### src/logic/ooo_settings.svh
// Sizing macros for the out-of-order engine
// Include after the nettype line in any file that needs widths or depths
`ifndef OOO_SETTINGS_SVH
`define OOO_SETTINGS_SVH

// Reorder buffer depth, entry index width, index that means no entry
`define ROB_ENTRIES 6
`define IDX_W       3
`define IDX_NONE    3'd7

// Datapath and architectural state
`define DATA_W      16
`define NUM_REGS    8
`define DMEM_WORDS  16
`define SNS_W       8

// Decoded fields {opcode, dst, src_a, src_b, offset}
`define EXF_W       (12 + `DATA_W)
// Update payload, decoded fields then {we, is_mem, src_mask}
`define UPD_W       (`EXF_W + 2 + `NUM_REGS)

`endif

### src/logic/ooo_pkg.sv
// Shared types for the out-of-order engine
// Modules pull these in with a wildcard import in their header
`default_nettype none

package ooo_pkg;

	// ========================================
	// Opcodes
	// ========================================
	// Codes 6 and 7 are no-ops, retire with no write
	typedef enum logic [2:0] {
		ADDI  = 3'd0,
		ADD   = 3'd1,
		SUB   = 3'd2,
		XOR   = 3'd3,
		LOAD  = 3'd4,
		STORE = 3'd5
	} opcode_e;

	// ========================================
	// Instruction word, two views
	// ========================================
	// Opcode, reg_field/dst and src_a sit in the same bits in both
	typedef union packed {
		struct packed {
			opcode_e    opcode;
			logic [2:0] dst;
			logic [2:0] src_a;
			logic [2:0] src_b;
			logic [3:0] unused;
		} reg_fmt;
		struct packed {
			opcode_e    opcode;
			// Dest for ADDI and LOAD, data register for STORE
			logic [2:0] reg_field;
			logic [2:0] src_a;
			logic [6:0] offset;
		} imm_fmt;
	} instr_u;

	// Kind of report on the reorder update port
	typedef enum logic {
		UPD_DECODED  = 1'b0,
		UPD_EXECUTED = 1'b1
	} upd_kind_e;

endpackage

`default_nettype wire

### src/logic/decode_unit.sv
// Decoder for one reorder entry at a time
// Latches the picked word on dec_issue, then holds a decoded-fields
// update request until the arbiter grants it
`timescale 1ns/1ps
`default_nettype none
`include "ooo_settings.svh"

module decode_unit
	import ooo_pkg::*;
(
	input  wire                clk,
	input  wire                rst_n,
	input  wire                dec_issue,
	input  wire [`IDX_W-1:0]   dec_idx,
	input  wire [15:0]         dec_instr,
	input  wire                grant,
	output logic               dec_ready,
	output logic               upd_req,
	output logic [`IDX_W-1:0]  upd_idx,
	output logic [`UPD_W-1:0]  upd_data
);

	instr_u                instr_q;
	logic                  busy;
	logic                  we;
	logic                  is_mem;
	logic [2:0]            dst;
	logic [2:0]            src_b;
	logic [`NUM_REGS-1:0]  src_mask;
	logic [`DATA_W-1:0]    offset;

	// Busy from issue until the update goes out
	always_ff @(posedge clk or negedge rst_n) begin
		if (!rst_n)
			busy <= 1'b0;
		else if (dec_issue)
			busy <= 1'b1;
		else if (grant)
			busy <= 1'b0;
	end

	always_ff @(posedge clk) begin
		if (dec_issue) begin
			upd_idx <= dec_idx;
			instr_q <= dec_instr;
		end
	end

	assign dec_ready = !busy;
	assign upd_req   = busy;

	// Field extraction per opcode, NOP codes keep the defaults
	// Dest bits are the same in both formats
	always_comb begin
		offset   = {{(`DATA_W-7){instr_q.imm_fmt.offset[6]}}, instr_q.imm_fmt.offset};
		dst      = instr_q.imm_fmt.reg_field;
		src_b    = '0;
		we       = 1'b0;
		is_mem   = 1'b0;
		src_mask = `NUM_REGS'(1) << instr_q.imm_fmt.src_a;
		case (instr_q.reg_fmt.opcode)
			ADDI: we = 1'b1;
			ADD, SUB, XOR: begin
				src_b    = instr_q.reg_fmt.src_b;
				we       = 1'b1;
				src_mask = src_mask | (`NUM_REGS'(1) << instr_q.reg_fmt.src_b);
			end
			LOAD: begin
				we     = 1'b1;
				is_mem = 1'b1;
			end
			// Store data register rides in the src_b slot
			STORE: begin
				dst      = '0;
				src_b    = instr_q.imm_fmt.reg_field;
				is_mem   = 1'b1;
				src_mask = src_mask | (`NUM_REGS'(1) << instr_q.imm_fmt.reg_field);
			end
			default: begin
				dst      = '0;
				src_mask = '0;
			end
		endcase
	end

	assign upd_data = {instr_q.reg_fmt.opcode, dst, instr_q.reg_fmt.src_a, src_b, offset,
		we, is_mem, src_mask};

endmodule

`default_nettype wire

### src/logic/execute_unit.sv
// Executor with the architectural register file and data memory
// Latches the picked entry's fields on ex_issue and requests a result
// update the next cycle; retirements write the register file
`timescale 1ns/1ps
`default_nettype none
`include "ooo_settings.svh"

module execute_unit
	import ooo_pkg::*;
(
	input  wire                clk,
	input  wire                rst_n,
	input  wire                ex_issue,
	input  wire [`IDX_W-1:0]   ex_idx,
	input  wire [`EXF_W-1:0]   ex_fields,
	input  wire                grant,
	input  wire                retire_valid,
	input  wire [2:0]          retire_dst,
	input  wire                retire_we,
	input  wire [`DATA_W-1:0]  retire_data,
	output logic               ex_ready,
	output logic               upd_req,
	output logic [`IDX_W-1:0]  upd_idx,
	output logic [`UPD_W-1:0]  upd_data
);

	localparam int MA = $clog2(`DMEM_WORDS);

	logic [`DATA_W-1:0] regs [`NUM_REGS];
	logic [`DATA_W-1:0] dmem [`DMEM_WORDS];
	logic               busy;
	logic [`EXF_W-1:0]  fields_q;
	opcode_e            op;
	logic [`DATA_W-1:0] op_a;
	logic [`DATA_W-1:0] op_b;
	logic [`DATA_W-1:0] result;
	logic [MA-1:0]      addr;

	// ========================================
	// Architectural state and busy flag
	// ========================================
	always_ff @(posedge clk or negedge rst_n) begin
		if (!rst_n) begin
			busy <= 1'b0;
			for (int i = 0; i < `NUM_REGS; i++)
				regs[i] <= '0;
			for (int i = 0; i < `DMEM_WORDS; i++)
				dmem[i] <= '0;
		end else begin
			if (ex_issue)
				busy <= 1'b1;
			else if (grant)
				busy <= 1'b0;
			// Results land here only at retirement
			if (retire_valid && retire_we)
				regs[retire_dst] <= retire_data;
			// Store commits once, on its granted update
			if (grant && op == STORE)
				dmem[addr] <= op_b;
		end
	end

	always_ff @(posedge clk) begin
		if (ex_issue) begin
			upd_idx  <= ex_idx;
			fields_q <= ex_fields;
		end
	end

	assign ex_ready = !busy;
	assign upd_req  = busy;

	// ========================================
	// Operands and ALU
	// ========================================
	// Older writers have retired by now, so the file holds final values
	assign op   = opcode_e'(fields_q[`DATA_W+9 +: 3]);
	assign op_a = regs[fields_q[`DATA_W+3 +: 3]];
	assign op_b = regs[fields_q[`DATA_W +: 3]];
	// Address wraps within the memory depth
	assign addr = op_a[MA-1:0] + fields_q[MA-1:0];

	always_comb begin
		case (op)
			ADDI:    result = op_a + fields_q[`DATA_W-1:0];
			ADD:     result = op_a + op_b;
			SUB:     result = op_a - op_b;
			XOR:     result = op_a ^ op_b;
			LOAD:    result = dmem[addr];
			STORE:   result = op_b;
			default: result = '0;
		endcase
	end

	assign upd_data = {{(`UPD_W-`DATA_W){1'b0}}, result};

endmodule

`default_nettype wire

### src/logic/ooo_engine_top.sv
// Top of the out-of-order engine
// Wires the reorder store, stage scheduler, decoder, executor and update arbiter
`timescale 1ns/1ps
`default_nettype none
`include "ooo_settings.svh"

module ooo_engine_top
	import ooo_pkg::*;
(
	input  wire                clk,
	input  wire                rst_n,
	input  wire                in_valid,
	input  wire [15:0]         in_instr,
	output wire                rob_full,
	output wire                retire_valid,
	output wire [2:0]          retire_dst,
	output wire                retire_we,
	output wire [`DATA_W-1:0]  retire_data
);

	// Entry state toward the scheduler
	wire [`ROB_ENTRIES-1:0] valid_vec, decoded_vec, executed_vec, out_vec, is_mem_vec;
	wire [`SNS_W-1:0]       sns_arr [`ROB_ENTRIES];
	wire [`NUM_REGS-1:0]    dst_mask_arr [`ROB_ENTRIES];
	wire [`NUM_REGS-1:0]    src_mask_arr [`ROB_ENTRIES];
	wire [`SNS_W-1:0]       head_sns;
	// Picks and pulses
	wire [`IDX_W-1:0]       alloc_idx, dec_idx, ex_idx, retire_idx;
	wire                    dec_issue, ex_issue, retire_fire, dec_ready, ex_ready;
	wire [15:0]             dec_instr;
	wire [`EXF_W-1:0]       ex_fields;
	// Update path
	wire                    dec_req, ex_req, dec_grant, ex_grant, upd_valid;
	wire [`IDX_W-1:0]       dec_upd_idx, ex_upd_idx, upd_idx;
	wire [`UPD_W-1:0]       dec_upd_data, ex_upd_data, upd_data;
	wire upd_kind_e         upd_kind;

	rob_store u_store (
		.clk, .rst_n, .in_valid, .in_instr, .alloc_idx, .dec_issue, .dec_idx,
		.ex_issue, .ex_idx, .upd_valid, .upd_idx, .upd_kind, .upd_data,
		.retire_fire, .retire_idx, .rob_full, .valid_vec, .decoded_vec,
		.executed_vec, .out_vec, .is_mem_vec, .sns_arr, .dst_mask_arr,
		.src_mask_arr, .head_sns, .dec_instr, .ex_fields, .retire_valid,
		.retire_dst, .retire_we, .retire_data
	);

	stage_scheduler u_sched (
		.valid_vec, .decoded_vec, .executed_vec, .out_vec, .is_mem_vec, .sns_arr,
		.dst_mask_arr, .src_mask_arr, .head_sns, .dec_ready, .ex_ready, .alloc_idx,
		.dec_issue, .dec_idx, .ex_issue, .ex_idx, .retire_fire, .retire_idx
	);

	decode_unit u_dec (
		.clk, .rst_n, .dec_issue, .dec_idx, .dec_instr, .grant(dec_grant),
		.dec_ready, .upd_req(dec_req), .upd_idx(dec_upd_idx), .upd_data(dec_upd_data)
	);

	execute_unit u_ex (
		.clk, .rst_n, .ex_issue, .ex_idx, .ex_fields, .grant(ex_grant),
		.retire_valid, .retire_dst, .retire_we, .retire_data,
		.ex_ready, .upd_req(ex_req), .upd_idx(ex_upd_idx), .upd_data(ex_upd_data)
	);

	rob_update_arbiter u_arb (
		.clk, .rst_n, .dec_req, .dec_idx(dec_upd_idx), .dec_data(dec_upd_data),
		.ex_req, .ex_idx(ex_upd_idx), .ex_data(ex_upd_data), .dec_grant, .ex_grant,
		.upd_valid, .upd_idx, .upd_kind, .upd_data
	);

endmodule

`default_nettype wire

### src/logic/rob_store.sv
// Reorder entry storage with per-entry state bits and sequence numbers
// Allocates on accepted input, records decoder and executor updates,
// and frees the oldest entry on retire_fire with registered retire outputs
`timescale 1ns/1ps
`default_nettype none
`include "ooo_settings.svh"

module rob_store
	import ooo_pkg::*;
(
	input  wire                    clk,
	input  wire                    rst_n,
	input  wire                    in_valid,
	input  wire [15:0]             in_instr,
	input  wire [`IDX_W-1:0]       alloc_idx,
	input  wire                    dec_issue,
	input  wire [`IDX_W-1:0]       dec_idx,
	input  wire                    ex_issue,
	input  wire [`IDX_W-1:0]       ex_idx,
	input  wire                    upd_valid,
	input  wire [`IDX_W-1:0]       upd_idx,
	input  wire upd_kind_e         upd_kind,
	input  wire [`UPD_W-1:0]       upd_data,
	input  wire                    retire_fire,
	input  wire [`IDX_W-1:0]       retire_idx,
	output logic                   rob_full,
	output logic [`ROB_ENTRIES-1:0] valid_vec,
	output logic [`ROB_ENTRIES-1:0] decoded_vec,
	output logic [`ROB_ENTRIES-1:0] executed_vec,
	output logic [`ROB_ENTRIES-1:0] out_vec,
	output logic [`ROB_ENTRIES-1:0] is_mem_vec,
	output logic [`SNS_W-1:0]      sns_arr [`ROB_ENTRIES],
	output logic [`NUM_REGS-1:0]   dst_mask_arr [`ROB_ENTRIES],
	output logic [`NUM_REGS-1:0]   src_mask_arr [`ROB_ENTRIES],
	output logic [`SNS_W-1:0]      head_sns,
	output logic [15:0]            dec_instr,
	output logic [`EXF_W-1:0]      ex_fields,
	output logic                   retire_valid,
	output logic [2:0]             retire_dst,
	output logic                   retire_we,
	output logic [`DATA_W-1:0]     retire_data
);

	// Entry payload
	logic [`ROB_ENTRIES-1:0] we_r;
	logic [15:0]             instr_r  [`ROB_ENTRIES];
	logic [`EXF_W-1:0]       exf_r    [`ROB_ENTRIES];
	logic [`DATA_W-1:0]      result_r [`ROB_ENTRIES];
	logic [`SNS_W-1:0]       next_sns;
	logic                    accept;

	// Full only when every entry is live
	assign rob_full = &valid_vec;
	assign accept   = in_valid && !rob_full;

	// ========================================
	// Entry state bits and counters
	// ========================================
	always_ff @(posedge clk or negedge rst_n) begin
		if (!rst_n) begin
			valid_vec    <= '0;
			decoded_vec  <= '0;
			executed_vec <= '0;
			out_vec      <= '0;
			next_sns     <= '0;
			head_sns     <= '0;
			retire_valid <= 1'b0;
		end else begin
			retire_valid <= retire_fire;
			// New entry starts fresh with the next sequence number
			if (accept) begin
				valid_vec[alloc_idx]    <= 1'b1;
				decoded_vec[alloc_idx]  <= 1'b0;
				executed_vec[alloc_idx] <= 1'b0;
				out_vec[alloc_idx]      <= 1'b0;
				next_sns                <= next_sns + 1'b1;
			end
			// Out while a unit holds the entry
			if (dec_issue)
				out_vec[dec_idx] <= 1'b1;
			if (ex_issue)
				out_vec[ex_idx] <= 1'b1;
			if (upd_valid) begin
				out_vec[upd_idx] <= 1'b0;
				if (upd_kind == UPD_DECODED)
					decoded_vec[upd_idx] <= 1'b1;
				else
					executed_vec[upd_idx] <= 1'b1;
			end
			// Oldest leaves, head moves to the next number
			if (retire_fire) begin
				valid_vec[retire_idx] <= 1'b0;
				head_sns              <= head_sns + 1'b1;
			end
		end
	end

	// ========================================
	// Entry payload and retire outputs
	// ========================================
	always_ff @(posedge clk) begin
		if (accept) begin
			sns_arr[alloc_idx] <= next_sns;
			instr_r[alloc_idx] <= in_instr;
		end
		if (upd_valid && upd_kind == UPD_DECODED) begin
			exf_r[upd_idx]        <= upd_data[`UPD_W-1 -: `EXF_W];
			we_r[upd_idx]         <= upd_data[`NUM_REGS+1];
			is_mem_vec[upd_idx]   <= upd_data[`NUM_REGS];
			src_mask_arr[upd_idx] <= upd_data[`NUM_REGS-1:0];
		end
		if (upd_valid && upd_kind == UPD_EXECUTED)
			result_r[upd_idx] <= upd_data[`DATA_W-1:0];
		if (retire_fire) begin
			retire_dst  <= exf_r[retire_idx][`DATA_W+6 +: 3];
			retire_we   <= we_r[retire_idx];
			retire_data <= result_r[retire_idx];
		end
	end

	// Written-register mask, empty until the entry is decoded
	always_comb begin
		for (int i = 0; i < `ROB_ENTRIES; i++) begin
			if (decoded_vec[i] && we_r[i])
				dst_mask_arr[i] = `NUM_REGS'(1) << exf_r[i][`DATA_W+6 +: 3];
			else
				dst_mask_arr[i] = '0;
		end
	end

	// Read-outs for the picked entries
	assign dec_instr = instr_r[dec_idx];
	assign ex_fields = exf_r[ex_idx];

	// Only a live entry handed to a unit may be reported on
	a_upd_live: assert property (@(posedge clk) disable iff (!rst_n)
		upd_valid |-> valid_vec[upd_idx] && out_vec[upd_idx]);

endmodule

`default_nettype wire

### src/logic/rob_update_arbiter.sv
// Arbiter for the single reorder update port
// Executor wins over decoder; the loser keeps its request up
`timescale 1ns/1ps
`default_nettype none
`include "ooo_settings.svh"

module rob_update_arbiter
	import ooo_pkg::*;
(
	input  wire                clk,
	input  wire                rst_n,
	input  wire                dec_req,
	input  wire [`IDX_W-1:0]   dec_idx,
	input  wire [`UPD_W-1:0]   dec_data,
	input  wire                ex_req,
	input  wire [`IDX_W-1:0]   ex_idx,
	input  wire [`UPD_W-1:0]   ex_data,
	output logic               dec_grant,
	output logic               ex_grant,
	output logic               upd_valid,
	output logic [`IDX_W-1:0]  upd_idx,
	output upd_kind_e          upd_kind,
	output logic [`UPD_W-1:0]  upd_data
);

	// Fixed priority
	assign ex_grant  = ex_req;
	assign dec_grant = dec_req && !ex_req;
	assign upd_valid = ex_req || dec_req;

	// Kind follows the winner
	always_comb begin
		if (ex_grant) begin
			upd_idx  = ex_idx;
			upd_kind = UPD_EXECUTED;
			upd_data = ex_data;
		end else begin
			upd_idx  = dec_idx;
			upd_kind = UPD_DECODED;
			upd_data = dec_data;
		end
	end

	// Each grant lasts one cycle since the winner drops its request
	a_one_grant: assert property (@(posedge clk) disable iff (!rst_n)
		!(ex_grant && $past(ex_grant)) && !(dec_grant && $past(dec_grant)));

	// Decoder that loses keeps the same request up
	a_dec_hold: assert property (@(posedge clk) disable iff (!rst_n)
		dec_req && !dec_grant |=> dec_req && $stable(dec_idx));

endmodule

`default_nettype wire

### src/logic/stage_scheduler.sv
// Combinational picker for the reorder entries
// Chooses one entry per cycle each for allocation, decode, execute and retire
// from the entry state; age is the distance of a sequence number from head_sns
`timescale 1ns/1ps
`default_nettype none
`include "ooo_settings.svh"

module stage_scheduler (
	input  wire [`ROB_ENTRIES-1:0] valid_vec,
	input  wire [`ROB_ENTRIES-1:0] decoded_vec,
	input  wire [`ROB_ENTRIES-1:0] executed_vec,
	input  wire [`ROB_ENTRIES-1:0] out_vec,
	input  wire [`ROB_ENTRIES-1:0] is_mem_vec,
	input  wire [`SNS_W-1:0]       sns_arr [`ROB_ENTRIES],
	input  wire [`NUM_REGS-1:0]    dst_mask_arr [`ROB_ENTRIES],
	input  wire [`NUM_REGS-1:0]    src_mask_arr [`ROB_ENTRIES],
	input  wire [`SNS_W-1:0]       head_sns,
	input  wire                    dec_ready,
	input  wire                    ex_ready,
	output logic [`IDX_W-1:0]      alloc_idx,
	output logic                   dec_issue,
	output logic [`IDX_W-1:0]      dec_idx,
	output logic                   ex_issue,
	output logic [`IDX_W-1:0]      ex_idx,
	output logic                   retire_fire,
	output logic [`IDX_W-1:0]      retire_idx
);

	// Age relative to the head, immune to counter wrap
	logic [`SNS_W-1:0] age [`ROB_ENTRIES];

	always_comb begin
		for (int i = 0; i < `ROB_ENTRIES; i++)
			age[i] = sns_arr[i] - head_sns;
	end

	// ========================================
	// Allocate and decode
	// ========================================
	// Lowest free slot, scan from the top so the last hit wins
	always_comb begin
		alloc_idx = `IDX_NONE;
		for (int i = `ROB_ENTRIES-1; i >= 0; i--)
			if (!valid_vec[i])
				alloc_idx = `IDX_W'(i);
	end

	// Decode order does not matter, lowest waiting entry
	always_comb begin
		dec_idx = `IDX_NONE;
		for (int i = `ROB_ENTRIES-1; i >= 0; i--)
			if (valid_vec[i] && !decoded_vec[i] && !out_vec[i])
				dec_idx = `IDX_W'(i);
		dec_issue = dec_ready && (dec_idx != `IDX_NONE);
	end

	// ========================================
	// Execute
	// ========================================
	// Oldest ready entry whose arguments are final in the register file
	always_comb begin
		logic hazard;
		ex_idx = `IDX_NONE;
		for (int i = 0; i < `ROB_ENTRIES; i++) begin
			hazard = 1'b0;
			for (int j = 0; j < `ROB_ENTRIES; j++) begin
				if (valid_vec[j] && age[j] < age[i]) begin
					// Older undecoded entry, writes and memory use unknown
					if (!decoded_vec[j])
						hazard = 1'b1;
					// Source still owed by an older unretired writer
					if (|(dst_mask_arr[j] & src_mask_arr[i]))
						hazard = 1'b1;
					// Memory operations go strictly in program order
					if (is_mem_vec[i] && is_mem_vec[j] && !executed_vec[j])
						hazard = 1'b1;
				end
			end
			if (valid_vec[i] && decoded_vec[i] && !executed_vec[i] && !out_vec[i] &&
			    !hazard && (ex_idx == `IDX_NONE || age[i] < age[ex_idx]))
				ex_idx = `IDX_W'(i);
		end
		ex_issue = ex_ready && (ex_idx != `IDX_NONE);
	end

	// ========================================
	// Retire
	// ========================================
	// Head entry only, once its result is in
	always_comb begin
		retire_idx = `IDX_NONE;
		for (int i = 0; i < `ROB_ENTRIES; i++)
			if (valid_vec[i] && sns_arr[i] == head_sns)
				retire_idx = `IDX_W'(i);
		retire_fire = (retire_idx != `IDX_NONE) && executed_vec[retire_idx];
	end

	// Executor picks lie inside the live window of sequence numbers
	// No live entry is ever executed without decoded fields
	always_comb begin
		if (ex_issue)
			a_ex_decoded: assert (age[ex_idx] < `SNS_W'(`ROB_ENTRIES) &&
				(valid_vec & executed_vec & ~decoded_vec) == '0);
	end

endmodule

`default_nettype wire

### config.mk
export PLATFORM = sky130hd
export DESIGN_NAME = ooo_engine_top
export DESIGN_NICKNAME = d
export VERILOG_FILES = /design/src/logic/ooo_pkg.sv /design/src/logic/decode_unit.sv /design/src/logic/execute_unit.sv /design/src/logic/ooo_engine_top.sv /design/src/logic/rob_store.sv /design/src/logic/rob_update_arbiter.sv /design/src/logic/stage_scheduler.sv
export VERILOG_INCLUDE_DIRS = /design/src /design/src/logic
export SDC_FILE = /design/constraint.sdc
export NUM_CORES = 2
export LEC_CHECK = 0
export BUFFER_PORTS_ARGS = -buffer_cell sky130_fd_sc_hd__buf_2
export CAP_MARGIN = 20
export CORE_MARGIN = 1
export CORE_UTILIZATION = 55
export DETAILED_ROUTE_END_ITERATION = 10
export GPL_ROUTABILITY_DRIVEN = 0
export PLACE_DENSITY = 0.79
export SLEW_MARGIN = 20
export SYNTH_ARGS = -nofsm -noshare
export SYNTH_HDL_FRONTEND = slang
export SYNTH_SLANG_ARGS = --single-unit
### constraint.sdc
create_clock -name clk -period 15.75 [get_ports clk]
set_input_delay 1.575 -clock clk [delete_from_list [all_inputs] [get_ports clk]]
set_output_delay 1.575 -clock clk [all_outputs]
set_load 0.01 [all_outputs]
==> results.json <==
{
  "cp_slowest_cell": "nor4_1",
  "drt_iter0_drc": 5237,
  "syn_inst": 4207,
  "whs_ns": 0.475,
  "layout_commonest_cell": "edfxtp_1",
  "cp.arrival_ns": 15.70,
  "synth.net_count": 4437,
  "worstSetupEndpointType": "register",
  "async_flop_share_pct": 46.3,
  "postCtsSetupBuffers": 0,
  "avgSynthCellArea_um2": 11.7,
  "synth-main-ff-cell": "edfxtp_1",
  "final_cell_mix": "edfxtp_1 (495), dfrtp_1 (427), nand2_1 (348)",
  "placed_area_um2": 50800,
  "holdPathEnd": "u_ex.dmem[157]$_DFFE_PN0P_",
  "post_drt_wl_per_cell_um": 26.0,
  "critical_path_class": "register to register",
  "clkLatencyLatePin_ns": 0.67,
  "drive_gt1_share_pct": 17.0,
  "tightest_slew_ns": 1.17,
  "area_growth_pct": 10.4,
  "drv_slew": 0,
  "cts_max_path_buffers": 3,
  "fin_skew_ns": 0.0361,
  "hold_viol": 0,
  "cts_buffers": 92,
  "die_x_um": 301,
  "via_per_inst": 6.81,
  "start_util_pct": 55.5,
  "post-place-ws_ns": 0.866,
  "root_buffer": "clkbuf_16",
  "die_area_um2": 90400,
  "yosys_warnings": 0,
  "rsz0062_at_grt": "no",
  "cts.clk_slew.worst_paths_ns": 0.06,
  "grt_pass1_wl_mm": 214,
  "final_nets": 4432,
  "ys_seq_area_share_pct": 52.1,
  "ff2ff_path_depth": 60,
  "antenna_found_initial": 0,
  "crit_required_ns": 16.23,
  "dieHeight_um": 301,
  "synth_seq_cells": 922,
  "rows": 109,
  "yosys.area.top_type": "edfxtp_1",
  "vdd_ir_drop_max_mv": 0.202,
  "fmax_ghz": 0.0657,
  "pin_count": 41,
  "max_slew_margin_pct": 21.4,
  "vias": 37100,
  "min_period_over_period_pct": 96.7,
  "grt_start_max_net_pins": 180,
  "r2r_end": "u_ex.fields_q[16]$_DFFE_PN_",
  "setup_tns_ns": 0,
  "core_area_um2": 88400,
  "ys_types": 105,
  "status": "complete, no violations",
  "holdBufCountCts": 0,
  "drc": 0,
  "cap_violations": 0,
  "grt_pass1_vias": 35900,
  "cts_tree": "yes",
  "ant_nets": 0,
  "h-tree-depth": 3,
  "period_needed_ns": 15.22,
  "crit_fanout": 27,
  "synth_edf_count": 495,
  "synth_area_leaders": "edfxtp_1 (30%), dfrtp_1 (22%), mux4_2 (6.9%), ha_1 (5.2%), mux2_2 (3.8%)",
  "grt_usage_pct": 31.1,
  "synth_area_um2": 49000,
  "yosysTopAreaCellShare_pct": 30.3,
  "setup_viol": 0,
  "cp_slowest_stage_delay_ns": 0.98,
  "hold_path_class": "register to register",
  "p_leak_uw": 0.0216,
  "hold_depth": 2,
  "fin_ws_ns": 0.528,
  "numPortBuffers": 40,
  "worst_r2r_startpoint": "u_store.head_sns[1]$_DFFE_PN0P_",
  "overflow": 0,
  "dp_hpwl_mm": 95.4,
  "start_kind": "register",
  "finalWirelength_mm": 142,
  "min-delay-start": "u_ex.dmem[157]$_DFFE_PN0P_",
  "power_density_nw_per_um2": 208,
  "stdcell_area_um2": 54100,
  "r2r_slack_ns": 0.53,
  "dr.pass1.iters": 9,
  "power_uw": 11300,
  "cts.sinks": 922
}
## stage by stage
| step | utilization (%) | std cells |
|---|---|---|
| 3_3_place_gp | 57.5 | 5271 |
| 2_1_floorplan | - | 4207 |
| 5_1_grt | 61.3 | 5444 |
| 6_report | 61.3 | 5445 |
| 3_5_place_dp | 57.5 | 5271 |
| 4_1_cts | 61.2 | 5442 |
## Yosys cell counts (51+ instances only)
cell	count
mux2i_1	108
nor3_1	52
xnor2_1	51
nand4_1	57
mux2_2	166
clkbuf_1	218
o21ai_0	242
edfxtp_1	495
a21oi_1	318
nand2_1	355
inv_1	144
ha_1	203
mux4_2	150
dfrtp_1	427
nor2_1	342
nand3_1	61
nor2b_1	57
## layer usage
| metal | track usage (%) | wire, µm | up-vias |
|---|---|---|---|
| li1 | - | - | 15900 |
| met1 | 40.6 | 51800 | 18200 |
| met2 | 48.5 | 65000 | 2466 |
| met3 | 7.62 | 16600 | 556 |
| met4 | 15.4 | 8190 | 0 |
| met5 | 0 | 0 | - |
## power breakdown
part	total [µW]	switching (µW)	internal, µW
clock network	2340	955	1380
logic	5240	3290	1940
registers	3690	410	3280
## registers in the layout, indices dropped and copies added (netlist names), 48 cells and up
| name | flops |
|---|---|
| u_ex.regs | 128 |
| u_store.sns_arr | 48 |
| u_store.instr_r | 96 |
| u_store.exf_r | 137 |
| u_store.result_r | 96 |
| u_ex.dmem | 256 |
| u_store.src_mask_arr | 48 |
## how the worst max path moves through the flow
stage	from	end	slack (ns)
final	u_store.head_sns[1]$_DFFE_PN0P_	u_ex.fields_q[16]$_DFFE_PN_	0.53
after global routing	u_store.head_sns[1]$_DFFE_PN0P_	u_ex.fields_q[16]$_DFFE_PN_	0.05
after CTS	u_store.head_sns[1]$_DFFE_PN0P_	u_ex.fields_q[27]$_DFFE_PN_	0.73
after detailed placement	u_store.head_sns[1]$_DFFE_PN0P_	u_ex.fields_q[27]$_DFFE_PN_	0.87
after global placement	u_store.head_sns[1]$_DFFE_PN0P_	u_ex.fields_q[27]$_DFFE_PN_	1.16
after floorplan	u_store.head_sns[1]$_DFFE_PN0P_	u_ex.fields_q[0]$_DFFE_PN_	1.76
## critical path: cells and delay by family, from the launching register on
kind                     cells  cell delay (ns)
AO/OA/AOI/OAI               29             6.13
XOR/XNOR                     1             0.12
adder cells (fa/ha/maj)      6             1.80
buffers and inverters        4             1.12
flip-flops                   1             0.48
multiplexers                 1             0.38
AND/OR/NAND/NOR             19             4.96
## cell families after synthesis
| kind of cell | after synthesis | share of synthesized area, % |
|---|---|---|
| XOR/XNOR | 92 | 1.64 |
| flip-flops | 922 | 52.1 |
| adder cells (fa/ha/maj) | 212 | 5.53 |
| AO/OA/AOI/OAI | 1045 | 14.0 |
| AND/OR/NAND/NOR | 1107 | 10.6 |
| buffers and inverters | 403 | 3.16 |
| multiplexers | 426 | 13.0 |
## timing repair
item                                    4_1_cts  5_1_grt
endpoints found under the setup margin        0       30
resized for setup                             0        5
hold endpoints to repair                      0        0
## cell type report
cell class,instances,area (µm²)
fillers,6620,34200
flip-flops and latches,922,25500
multi-input cells,2882,22200
clock buffers,129,2660
well taps,1165,1460
repair buffers,155,1120
clock inverters,42,604
inverters,149,563
diodes,1,2.50
Power figures use the tool's default switching activity.
